<file path="src/source/dispatch_pkg.sv">
//####################################################################
// buffer depth and slot counts for dispatch flow control
//####################################################################
`default_nettype none

package dispatch_pkg;

  typedef logic [1:0] slot_count_t;  // 0 to 2 instructions

  // entries in the in-order dispatch buffer
  localparam int BUFFER_DEPTH = 2;

  // largest free-space value from rob or reservation stations
  localparam slot_count_t MAX_CAPACITY = 2'd2;

endpackage

`default_nettype wire

</file>
<file path="src/source/decode_pkg.sv">
//####################################################################
// instruction-set constants, field types and control codes for the
// alpha-subset decoders; imported inside module bodies
//####################################################################
`default_nettype none

package decode_pkg;

  typedef logic [31:0] inst_t;       // one instruction word
  typedef logic [4:0]  reg_idx_t;    // architectural register index
  typedef logic [4:0]  alu_func_t;   // ALU function code
  typedef logic [1:0]  opa_sel_t;    // operand A mux select
  typedef logic [1:0]  opb_sel_t;    // operand B mux select
  typedef logic [5:0]  opcode_t;     // inst[31:26]
  typedef logic [6:0]  int_func_t;   // inst[11:5], operate format

  localparam reg_idx_t ZERO_REG = 5'd31;  // dest when nothing written

  localparam opa_sel_t OPA_REGA     = 2'd0;
  localparam opa_sel_t OPA_MEM_DISP = 2'd1;
  localparam opa_sel_t OPA_NPC      = 2'd2;
  localparam opa_sel_t OPA_NOT3     = 2'd3;  // ~3 mask word-aligns the jump target

  localparam opb_sel_t OPB_REGB    = 2'd0;
  localparam opb_sel_t OPB_ALU_IMM = 2'd1;
  localparam opb_sel_t OPB_BR_DISP = 2'd2;

  localparam alu_func_t ALU_ADDQ   = 5'd0;
  localparam alu_func_t ALU_SUBQ   = 5'd1;
  localparam alu_func_t ALU_CMPEQ  = 5'd2;
  localparam alu_func_t ALU_CMPLT  = 5'd3;
  localparam alu_func_t ALU_CMPLE  = 5'd4;
  localparam alu_func_t ALU_CMPULT = 5'd5;
  localparam alu_func_t ALU_CMPULE = 5'd6;
  localparam alu_func_t ALU_AND    = 5'd7;
  localparam alu_func_t ALU_BIC    = 5'd8;
  localparam alu_func_t ALU_BIS    = 5'd9;
  localparam alu_func_t ALU_ORNOT  = 5'd10;
  localparam alu_func_t ALU_XOR    = 5'd11;
  localparam alu_func_t ALU_EQV    = 5'd12;
  localparam alu_func_t ALU_SRL    = 5'd13;
  localparam alu_func_t ALU_SLL    = 5'd14;
  localparam alu_func_t ALU_SRA    = 5'd15;
  localparam alu_func_t ALU_MULQ   = 5'd16;

  // opcodes
  localparam opcode_t PAL_INST   = 6'h00;
  localparam opcode_t LDA_INST   = 6'h08;
  localparam opcode_t INTA_GRP   = 6'h10;  // add, sub, compares
  localparam opcode_t INTL_GRP   = 6'h11;  // logicals
  localparam opcode_t INTS_GRP   = 6'h12;  // shifts
  localparam opcode_t INTM_GRP   = 6'h13;  // multiply
  localparam opcode_t JSR_GRP    = 6'h1a;  // jmp, jsr, ret, jsr_co
  localparam opcode_t LDQ_INST   = 6'h29;
  localparam opcode_t LDQ_L_INST = 6'h2b;
  localparam opcode_t STQ_INST   = 6'h2d;
  localparam opcode_t STQ_C_INST = 6'h2f;
  localparam opcode_t BR_INST    = 6'h30;
  localparam opcode_t FBEQ_INST  = 6'h31;
  localparam opcode_t FBLT_INST  = 6'h32;
  localparam opcode_t FBLE_INST  = 6'h33;
  localparam opcode_t BSR_INST   = 6'h34;
  localparam opcode_t FBNE_INST  = 6'h35;
  localparam opcode_t FBGE_INST  = 6'h36;
  localparam opcode_t FBGT_INST  = 6'h37;

  // operate function codes
  localparam int_func_t ADDQ_INST   = 7'h20;
  localparam int_func_t SUBQ_INST   = 7'h29;
  localparam int_func_t CMPEQ_INST  = 7'h2d;
  localparam int_func_t CMPLT_INST  = 7'h4d;
  localparam int_func_t CMPLE_INST  = 7'h6d;
  localparam int_func_t CMPULT_INST = 7'h1d;
  localparam int_func_t CMPULE_INST = 7'h3d;
  localparam int_func_t AND_INST    = 7'h00;
  localparam int_func_t BIC_INST    = 7'h08;
  localparam int_func_t BIS_INST    = 7'h20;
  localparam int_func_t ORNOT_INST  = 7'h28;
  localparam int_func_t XOR_INST    = 7'h40;
  localparam int_func_t EQV_INST    = 7'h48;
  localparam int_func_t SRL_INST    = 7'h34;
  localparam int_func_t SLL_INST    = 7'h39;
  localparam int_func_t SRA_INST    = 7'h3c;
  localparam int_func_t MULQ_INST   = 7'h20;

  localparam logic [25:0] PAL_HALT = 26'h0555;

endpackage

`default_nettype wire
</file>
<file path="src/source/decode_dispatch.sv">
//####################################################################
// decode-and-dispatch stage top, two slot decoders feeding the
// dispatch buffer; fetch and back end connect here
//####################################################################
`timescale 1ns/1ps
`default_nettype none

module decode_dispatch (
  input  logic                      clock,
  input  logic                      reset,
  input  decode_pkg::inst_t         inst0,     // older slot
  input  logic                      valid0,
  input  decode_pkg::inst_t         inst1,
  input  logic                      valid1,    // only with valid0
  input  dispatch_pkg::slot_count_t rob_free,
  input  dispatch_pkg::slot_count_t rs_free,
  output dispatch_pkg::slot_count_t dispatch_count,
  output dispatch_pkg::slot_count_t fetch_request,
  output decode_pkg::opa_sel_t      out0_opa_select, out1_opa_select,
  output decode_pkg::opb_sel_t      out0_opb_select, out1_opb_select,
  output decode_pkg::alu_func_t     out0_alu_func, out1_alu_func,
  output decode_pkg::reg_idx_t      out0_ra_idx, out0_rb_idx, out0_dest_idx,
  output decode_pkg::reg_idx_t      out1_ra_idx, out1_rb_idx, out1_dest_idx,
  output logic                      out0_rd_mem, out0_wr_mem, out0_ldl_mem, out0_stc_mem,
  output logic                      out0_cond_branch, out0_uncond_branch, out0_halt,
  output logic                      out0_illegal,
  output logic                      out1_rd_mem, out1_wr_mem, out1_ldl_mem, out1_stc_mem,
  output logic                      out1_cond_branch, out1_uncond_branch, out1_halt,
  output logic                      out1_illegal
);
  import decode_pkg::*;

  // decoder outputs, named as the buffer inputs
  opa_sel_t  in0_opa_select, in1_opa_select;
  opb_sel_t  in0_opb_select, in1_opb_select;
  alu_func_t in0_alu_func, in1_alu_func;
  reg_idx_t  in0_ra_idx, in0_rb_idx, in0_dest_idx;
  reg_idx_t  in1_ra_idx, in1_rb_idx, in1_dest_idx;
  logic      in0_rd_mem, in0_wr_mem, in0_ldl_mem, in0_stc_mem;
  logic      in0_cond_branch, in0_uncond_branch, in0_halt, in0_illegal;
  logic      in1_rd_mem, in1_wr_mem, in1_ldl_mem, in1_stc_mem;
  logic      in1_cond_branch, in1_uncond_branch, in1_halt, in1_illegal;

  inst_decoder u_decoder0 (
    .inst(inst0), .inst_valid(valid0),
    .opa_select(in0_opa_select), .opb_select(in0_opb_select), .alu_func(in0_alu_func),
    .ra_idx(in0_ra_idx), .rb_idx(in0_rb_idx), .dest_idx(in0_dest_idx),
    .rd_mem(in0_rd_mem), .wr_mem(in0_wr_mem), .ldl_mem(in0_ldl_mem), .stc_mem(in0_stc_mem),
    .cond_branch(in0_cond_branch), .uncond_branch(in0_uncond_branch),
    .halt(in0_halt), .illegal(in0_illegal)
  );

  inst_decoder u_decoder1 (
    .inst(inst1), .inst_valid(valid1),
    .opa_select(in1_opa_select), .opb_select(in1_opb_select), .alu_func(in1_alu_func),
    .ra_idx(in1_ra_idx), .rb_idx(in1_rb_idx), .dest_idx(in1_dest_idx),
    .rd_mem(in1_rd_mem), .wr_mem(in1_wr_mem), .ldl_mem(in1_ldl_mem), .stc_mem(in1_stc_mem),
    .cond_branch(in1_cond_branch), .uncond_branch(in1_uncond_branch),
    .halt(in1_halt), .illegal(in1_illegal)
  );

  // remaining ports match by name
  dispatch_buffer u_buffer (
    .in0_valid(valid0),
    .in1_valid(valid1),
    .*
  );

endmodule

`default_nettype wire

</file>
<file path="src/source/dispatch_buffer.sv">
//####################################################################
// two-entry in-order buffer between the decoders and the back end
// dispatches up to two per cycle and tells fetch how many to send
//####################################################################
`timescale 1ns/1ps
`default_nettype none

module dispatch_buffer (
  input  logic                      clock,
  input  logic                      reset,
  input  logic                      in0_valid,
  input  logic                      in1_valid,   // only with in0_valid
  input  dispatch_pkg::slot_count_t rob_free,
  input  dispatch_pkg::slot_count_t rs_free,
  input  decode_pkg::opa_sel_t      in0_opa_select, in1_opa_select,
  input  decode_pkg::opb_sel_t      in0_opb_select, in1_opb_select,
  input  decode_pkg::alu_func_t     in0_alu_func, in1_alu_func,
  input  decode_pkg::reg_idx_t      in0_ra_idx, in0_rb_idx, in0_dest_idx,
  input  decode_pkg::reg_idx_t      in1_ra_idx, in1_rb_idx, in1_dest_idx,
  input  logic                      in0_rd_mem, in0_wr_mem, in0_ldl_mem, in0_stc_mem,
  input  logic                      in0_cond_branch, in0_uncond_branch, in0_halt, in0_illegal,
  input  logic                      in1_rd_mem, in1_wr_mem, in1_ldl_mem, in1_stc_mem,
  input  logic                      in1_cond_branch, in1_uncond_branch, in1_halt, in1_illegal,
  output dispatch_pkg::slot_count_t dispatch_count,
  output dispatch_pkg::slot_count_t fetch_request,
  output decode_pkg::opa_sel_t      out0_opa_select, out1_opa_select,
  output decode_pkg::opb_sel_t      out0_opb_select, out1_opb_select,
  output decode_pkg::alu_func_t     out0_alu_func, out1_alu_func,
  output decode_pkg::reg_idx_t      out0_ra_idx, out0_rb_idx, out0_dest_idx,
  output decode_pkg::reg_idx_t      out1_ra_idx, out1_rb_idx, out1_dest_idx,
  output logic                      out0_rd_mem, out0_wr_mem, out0_ldl_mem, out0_stc_mem,
  output logic                      out0_cond_branch, out0_uncond_branch, out0_halt,
  output logic                      out0_illegal,
  output logic                      out1_rd_mem, out1_wr_mem, out1_ldl_mem, out1_stc_mem,
  output logic                      out1_cond_branch, out1_uncond_branch, out1_halt,
  output logic                      out1_illegal
);
  import decode_pkg::*;
  import dispatch_pkg::*;

  localparam int ENTRY_W = $bits(opa_sel_t) + $bits(opb_sel_t) + $bits(alu_func_t)
                         + 3 * $bits(reg_idx_t) + 8;  // 8 one-bit flags
  typedef logic [ENTRY_W-1:0] entry_t;  // one packed decode

  entry_t      entry_q [BUFFER_DEPTH];  // [0] oldest
  entry_t      entry_d [BUFFER_DEPTH];
  entry_t      in_entry [BUFFER_DEPTH];  // by fetch slot
  slot_count_t occupancy;
  slot_count_t remain;                   // entries left after dispatch
  slot_count_t valid_count;
  slot_count_t accept_count;

  assign in_entry[0] = {in0_opa_select, in0_opb_select, in0_alu_func, in0_ra_idx,
                        in0_rb_idx, in0_dest_idx, in0_rd_mem, in0_wr_mem, in0_ldl_mem,
                        in0_stc_mem, in0_cond_branch, in0_uncond_branch, in0_halt,
                        in0_illegal};
  assign in_entry[1] = {in1_opa_select, in1_opb_select, in1_alu_func, in1_ra_idx,
                        in1_rb_idx, in1_dest_idx, in1_rd_mem, in1_wr_mem, in1_ldl_mem,
                        in1_stc_mem, in1_cond_branch, in1_uncond_branch, in1_halt,
                        in1_illegal};
  assign {out0_opa_select, out0_opb_select, out0_alu_func, out0_ra_idx, out0_rb_idx,
          out0_dest_idx, out0_rd_mem, out0_wr_mem, out0_ldl_mem, out0_stc_mem,
          out0_cond_branch, out0_uncond_branch, out0_halt, out0_illegal} = entry_q[0];
  assign {out1_opa_select, out1_opb_select, out1_alu_func, out1_ra_idx, out1_rb_idx,
          out1_dest_idx, out1_rd_mem, out1_wr_mem, out1_ldl_mem, out1_stc_mem,
          out1_cond_branch, out1_uncond_branch, out1_halt, out1_illegal} = entry_q[1];

  // min of occupancy and both capacities
  always_comb
  begin
    dispatch_count = occupancy;
    if (rob_free < dispatch_count)
      dispatch_count = rob_free;
    if (rs_free < dispatch_count)
      dispatch_count = rs_free;
  end

  // state only, never fetch inputs
  assign fetch_request = slot_count_t'(BUFFER_DEPTH) - occupancy + dispatch_count;
  assign remain        = occupancy - dispatch_count;
  assign valid_count   = slot_count_t'(in0_valid) + slot_count_t'(in1_valid);
  assign accept_count  = (valid_count < fetch_request) ? valid_count : fetch_request;

  always_comb
  begin
    entry_d = entry_q;
    if (dispatch_count == 2'd1)
      entry_d[0] = entry_q[1];  // shift survivor to front
    if (remain == 2'd0)
    begin
      if (accept_count != 2'd0)
        entry_d[0] = in_entry[0];
      if (accept_count == 2'd2)
        entry_d[1] = in_entry[1];
    end
    else if (accept_count != 2'd0)
      entry_d[1] = in_entry[0];  // append behind held entry
  end

  always_ff @(posedge clock)
  begin
    if (reset)
      occupancy <= '0;
    else
      occupancy <= remain + accept_count;
  end

  always_ff @(posedge clock)
  begin
    entry_q <= entry_d;
  end

  a_occupancy: assert property (@(posedge clock) disable iff (reset)
    occupancy <= slot_count_t'(BUFFER_DEPTH));
  a_fetch_order: assert property (@(posedge clock) disable iff (reset)
    in1_valid |-> in0_valid);
  a_capacity_range: assert property (@(posedge clock) disable iff (reset)
    rob_free <= MAX_CAPACITY && rs_free <= MAX_CAPACITY);
  a_dispatch_limit: assert property (@(posedge clock) disable iff (reset)
    dispatch_count <= rob_free && dispatch_count <= rs_free);

endmodule

`default_nettype wire

</file>
<file path="src/source/inst_decoder.sv">
//####################################################################
// combinational decode of one fetch slot into datapath controls
// one instance per slot, outputs feed the dispatch buffer
//####################################################################
`timescale 1ns/1ps
`default_nettype none

module inst_decoder (
  input  decode_pkg::inst_t     inst,
  input  logic                  inst_valid,   // low gives noop controls
  output decode_pkg::opa_sel_t  opa_select,
  output decode_pkg::opb_sel_t  opb_select,
  output decode_pkg::alu_func_t alu_func,
  output decode_pkg::reg_idx_t  ra_idx,
  output decode_pkg::reg_idx_t  rb_idx,
  output decode_pkg::reg_idx_t  dest_idx,     // ZERO_REG if no writeback
  output logic                  rd_mem,
  output logic                  wr_mem,
  output logic                  ldl_mem,      // load-locked
  output logic                  stc_mem,      // store-conditional
  output logic                  cond_branch,
  output logic                  uncond_branch,
  output logic                  halt,
  output logic                  illegal
);
  import decode_pkg::*;

  opcode_t   opcode;
  int_func_t int_func;
  reg_idx_t  rc_idx;

  assign opcode   = inst[31:26];
  assign int_func = inst[11:5];
  assign rc_idx   = inst[4:0];
  assign ra_idx   = inst[25:21];
  assign rb_idx   = inst[20:16];

  always_comb
  begin
    opa_select    = OPA_REGA;
    opb_select    = OPB_REGB;
    alu_func      = ALU_ADDQ;
    dest_idx      = ZERO_REG;
    rd_mem        = 1'b0;
    wr_mem        = 1'b0;
    ldl_mem       = 1'b0;
    stc_mem       = 1'b0;
    cond_branch   = 1'b0;
    uncond_branch = 1'b0;
    halt          = 1'b0;
    illegal       = 1'b0;
    case (opcode)
      INTA_GRP, INTL_GRP, INTS_GRP, INTM_GRP:
      begin
        opb_select = inst[12] ? OPB_ALU_IMM : OPB_REGB;  // literal form
        dest_idx   = rc_idx;
        case ({opcode[1:0], int_func})  // group bits keep codes apart
          {2'd0, ADDQ_INST}:   alu_func = ALU_ADDQ;
          {2'd0, SUBQ_INST}:   alu_func = ALU_SUBQ;
          {2'd0, CMPEQ_INST}:  alu_func = ALU_CMPEQ;
          {2'd0, CMPLT_INST}:  alu_func = ALU_CMPLT;
          {2'd0, CMPLE_INST}:  alu_func = ALU_CMPLE;
          {2'd0, CMPULT_INST}: alu_func = ALU_CMPULT;
          {2'd0, CMPULE_INST}: alu_func = ALU_CMPULE;
          {2'd1, AND_INST}:    alu_func = ALU_AND;
          {2'd1, BIC_INST}:    alu_func = ALU_BIC;
          {2'd1, BIS_INST}:    alu_func = ALU_BIS;
          {2'd1, ORNOT_INST}:  alu_func = ALU_ORNOT;
          {2'd1, XOR_INST}:    alu_func = ALU_XOR;
          {2'd1, EQV_INST}:    alu_func = ALU_EQV;
          {2'd2, SRL_INST}:    alu_func = ALU_SRL;
          {2'd2, SLL_INST}:    alu_func = ALU_SLL;
          {2'd2, SRA_INST}:    alu_func = ALU_SRA;
          {2'd3, MULQ_INST}:   alu_func = ALU_MULQ;
          default:             illegal = 1'b1;
        endcase
      end
      JSR_GRP:
      begin
        opa_select    = OPA_NOT3;
        alu_func      = ALU_AND;      // clears low two bits of rb
        dest_idx      = ra_idx;       // return address
        uncond_branch = 1'b1;
      end
      LDA_INST, LDQ_INST, LDQ_L_INST, STQ_INST, STQ_C_INST:
      begin
        opa_select = OPA_MEM_DISP;    // address = disp + rb
        dest_idx   = (opcode == STQ_INST || opcode == STQ_C_INST) ? ZERO_REG : ra_idx;
        rd_mem     = (opcode == LDQ_INST || opcode == LDQ_L_INST);
        wr_mem     = (opcode == STQ_INST || opcode == STQ_C_INST);
        ldl_mem    = (opcode == LDQ_L_INST);
        stc_mem    = (opcode == STQ_C_INST);
      end
      BR_INST, BSR_INST:
      begin
        opa_select    = OPA_NPC;
        opb_select    = OPB_BR_DISP;
        dest_idx      = ra_idx;       // link register
        uncond_branch = 1'b1;
      end
      FBEQ_INST, FBLT_INST, FBLE_INST, FBNE_INST, FBGE_INST, FBGT_INST:
        illegal = 1'b1;               // no fp unit
      PAL_INST:
        if (inst[25:0] == PAL_HALT)
          halt = 1'b1;
        else
          illegal = 1'b1;
      default:
        if (opcode[5:3] == 3'b111)    // integer conditional branches
        begin
          opa_select  = OPA_NPC;
          opb_select  = OPB_BR_DISP;
          cond_branch = 1'b1;
        end
        else
          illegal = 1'b1;
    endcase
    // empty slot or illegal inst leaves a noop
    if (!inst_valid || illegal)
    begin
      opa_select    = OPA_REGA;
      opb_select    = OPB_REGB;
      alu_func      = ALU_ADDQ;
      dest_idx      = ZERO_REG;
      rd_mem        = 1'b0;
      wr_mem        = 1'b0;
      ldl_mem       = 1'b0;
      stc_mem       = 1'b0;
      cond_branch   = 1'b0;
      uncond_branch = 1'b0;
      halt          = 1'b0;
      illegal       = illegal & inst_valid;
    end
  end

endmodule

`default_nettype wire

</file>
<file path="config.mk">
export PLATFORM = sky130hd
export DESIGN_NAME = decode_dispatch
export DESIGN_NICKNAME = d
export VERILOG_FILES = /design/src/source/dispatch_pkg.sv /design/src/source/decode_pkg.sv /design/src/source/decode_dispatch.sv /design/src/source/dispatch_buffer.sv /design/src/source/inst_decoder.sv
export SDC_FILE = /design/constraint.sdc
export NUM_CORES = 1
export LEC_CHECK = 0
export BUFFER_PORTS_ARGS = -buffer_cell sky130_fd_sc_hd__buf_2
export CORE_UTILIZATION = 40
export CTS_BUF_LIST = sky130_fd_sc_hd__clkbuf_8
export DETAILED_ROUTE_END_ITERATION = 8
export GPL_ROUTABILITY_DRIVEN = 1
export GPL_TIMING_DRIVEN = 0
export MAX_ROUTING_LAYER = met4
export SLEW_MARGIN = 10
export SYNTH_ARGS = -nofsm -noshare
export SYNTH_HDL_FRONTEND = slang
export SYNTH_SLANG_ARGS = --single-unit
</file>
<file path="constraint.sdc">
create_clock -name clock -period 9.37 [get_ports clock]
set_clock_uncertainty 0.15 [all_clocks]
set_input_delay 2.811 -clock clock [delete_from_list [all_inputs] [get_ports clock]]
set_output_delay 2.811 -clock clock [all_outputs]
set_load 0.02 [all_outputs]
</file>
==> summary.txt <==
Synthesis
  • EDFF count, synth: 32
  • Syn Nets: 633
  • Area fraction of the dominant cell type after synthesis: between 20% and 30%
  • Primary FF master, synth: dfxtp_1
  • Most numerous cell in the Yosys netlist: nand2_1
  • Area contributors post-synth: edfxtp_1 20%, dfxtp_1 14%, mux2i_1 6.4%
  • Yosys reg bits: 66
  • Sequential area share after synthesis: 34.7%
  • Mapped Cells: between 500 and 600
  • Mapped cell area: around 4700 um^2
  • Synth unique cells: between 70 and 80
  • Syn Area/Cell: 8.58 um^2
  • Largest area contributor in the netlist: edfxtp_1
  • Yosys warnings: 0
  • Commonest cells in the synthesized netlist: 76 x nand2_1, 34 x clkbuf_1, 34 x dfxtp_1
  • Async S/R FF share, synth: 0%

STA
  • Max_slew headroom: 37.1%
  • Fin crit period: ~7400 ps
  • Setup repair after global routing missed its margin: false
  • Fmax achieved: roughly 140 MHz
  • Worst slew pin tran: 937 ps
  • Final Hold Viols: 0
  • Final number of setup-violating endpoints: 0
  • Setup ws final: ~2000 ps
  • Ratio of final minimum period to clock period: between 70% and 80%
  • Setup TNS Final: 0 ps
  • Final-report max-slew violation count: 0

Clock tree
  • Cts hold-fix bufs: 0
  • Setup Fix Bufs, Post-CTS: 0
  • Clock Sinks: 66
  • Worst-path clk slew: roughly 70 ps
  • Cts repair resizes: 0
  • Num CTS Buffers: 9
  • Clk_lat worst skew: 360 ps
  • CTS tree: built
  • CTS Root Cell: clkbuf_8
  • CTS H-tree lvls: 3
  • CTS Buffer Depth: 2

Power and ir drop
  • Leak: about 2.2 nW
  • Clock Power Share: 14.5%
  • P_int: ~910 uW
  • Sequential cell fraction of total power: approximately 32%
  • Logic pwr share: 53.4%
  • Psw: slightly below 800 uW
  • Max VDD drop: 0.000215 V
  • Switching share of power: 46.2%
  • Pwr/cell area: just under 300 nW/um^2

Route
  • DRC: 0
  • Initial DRC count: approximately 360
  • Detailed-route via count: just under 5000
  • Aggregate routed wire length: between 15000 and 20000 um
  • Via density: 5.85
  • DR WL/cell: 19.6 um
  • 1st-pass router iterations: 4
  • Number of routed nets with antenna violations: 0

Run status
  • Outcome: complete, no violations

Setup path
  • CP max FO: 4
  • R2r setup slk: between 5000 and 6000 ps
  • Most frequent CP cell: ha_1
  • CP endpoint kind: output pin
  • Reg2reg start: u_buffer.occupancy[1]
  • Worst setup SP type: input pin
  • CP required: 6410 ps
  • R2R cell count: 15
  • Crit-path cells: buf_2 -> ha_1 -> ha_1 -> nor2b_1 -> a21oi_1 -> nor2_1 -> ha_1 -> inv_1 -> buf_2
  • CP arrival: about 4400 ps
  • FF-to-FF End: u_buffer.out0_ldl_mem
  • Worst path slowest cell: ha_1
  • CP Class: input pin to output pin
  • Slowest stage delay, CP: roughly 320 ps
  • Worst Setup SP: rob_free[1]

Placement
  • RD Place Congestion: 0.946
  • Hpwl dp: between 10000 and 15000 um
  • Dpl ws: approximately 2000 ps
  • Port-buffer cells: 129

Layout
  • # fillers: 1146
  • Antenna fix cells: 0
  • Share of cells above drive strength 1: roughly a quarter
  • Area Overhead vs Synth: 22.3%
  • Nets: ~770

Global route
  • Pin count of the biggest net entering global routing: 24
  • Initial antenna violation count: 0
  • Gr ovfl total: 0
  • First-pass GRT wire length: between 20000 and 30000 um
  • Vias in the first global route: roughly 4600
  • Gr usage total: 27.6%

Die
  • Initial Utilization: 41.2%
  • Num ports: 140
  • Num rows: 39
  • Core area: between 10000 and 15000 um^2
  • Die Area: 12300 um^2
  • Die H: ~110 um
  • Die X: roughly 110 um

Hold path
  • Min-delay src: u_buffer.out0_rb_idx[0]
  • WHS Path Cells: 2
  • Sink of the worst hold path: u_buffer.out0_rb_idx[0]
  • Hold crit path type: flop to flop

Run
  • Total of max-cap violations: 0
==> power groups by stage <==
stage          clock [mW]  combinational [mW]  sequential, mW
6_report            0.247               0.907           0.544
5_1_grt             0.263               0.986           0.559
4_1_cts             0.247               0.911           0.546
3_5_place_dp            0               0.909           0.551
3_3_place_gp            0               0.874           0.555
2_1_floorplan           0               0.435           0.705
==> state kept, by name, summed over array words and instances (netlist names), 5 cells and up <==
signal and count:
u_buffer.out1_alu_func 5, u_buffer.out0_dest_idx 5, u_buffer.out0_alu_func 5, u_buffer.out0_ra_idx 5, u_buffer.out0_rb_idx 5, u_buffer.out1_ra_idx 5, u_buffer.out1_rb_idx 5, u_buffer.out1_dest_idx 5
==> how the worst max path moves through the flow <==
stage	endpoint	cells past startpoint	slack [ps]
2_1_floorplan	fetch_request[1]	6	2220
3_3_place_gp	u_buffer.out1_dest_idx[4]	13	1250
3_5_place_dp	fetch_request[0]	9	2000
4_1_cts	fetch_request[0]	9	2000
5_1_grt	fetch_request[0]	9	1880
6_report	fetch_request[0]	9	2010
==> per-layer routing <==
metal	vias to the layer above	share of wire (%)	GRT usage, %
met1	2292	46	37.9
met4	0	2.6	8.62
li1	2365	-	-
met5	-	0	-
met2	222	45	41.6
met3	32	6.1	4.54
==> logic make-up after synthesis <==
family	after synthesis	synth area share, %
compound gates	128	19.4
buf+inv	57	5.27
fa+ha+maj	10	2.65
flops	66	34.7
mux	33	7.07
simple gates	244	28.5
xor+xnor	13	2.41
==> through the flow <==
step	power (mW)	std cells	hold slack (ps)	util, %	cell area (um^2)
global placement	1.43	823	351	48.4	5550
CTS	1.70	840	390	50.4	5780
global route	1.81	840	403	50.4	5780
detailed placement	1.46	824	374	48.7	5580
finish	1.70	840	386	50.4	5780
floorplan	1.14	551	454	-	4730
==> layout by cell type, fill, tap and decap left out, types with 23 or more instances in the layout <==
cell,netlist,final
buf_2,4,133
dfxtp_1,34,34
edfxtp_1,32,32
o21ai_0,25,25
nor2_1,26,26
mux2i_1,30,30
clkbuf_1,34,34
nand2_1,76,76
o22ai_1,23,23
==> worst max-delay path: cells and delay by family <==
family,cells,cell delay [ps]
fa+ha+maj,3,790
buf+inv,3,330
compound gates,1,230
simple gates,2,230
==> area by class of cell <==
cell class | count | area [um^2] | share of cell area (%)
inverters | 13 | 48.8 | 0.845
clock buffers | 10 | 138 | 2.38
plain buffers | 44 | 200 | 3.46
flip-flops and latches | 66 | 1640 | 28.4
well taps | 143 | 179 | 3.10
clock inverters | 6 | 58.8 | 1.02
repair buffers | 130 | 666 | 11.5
multi-input cells | 428 | 2850 | 49.3
(Power assumes the default switching activity.)
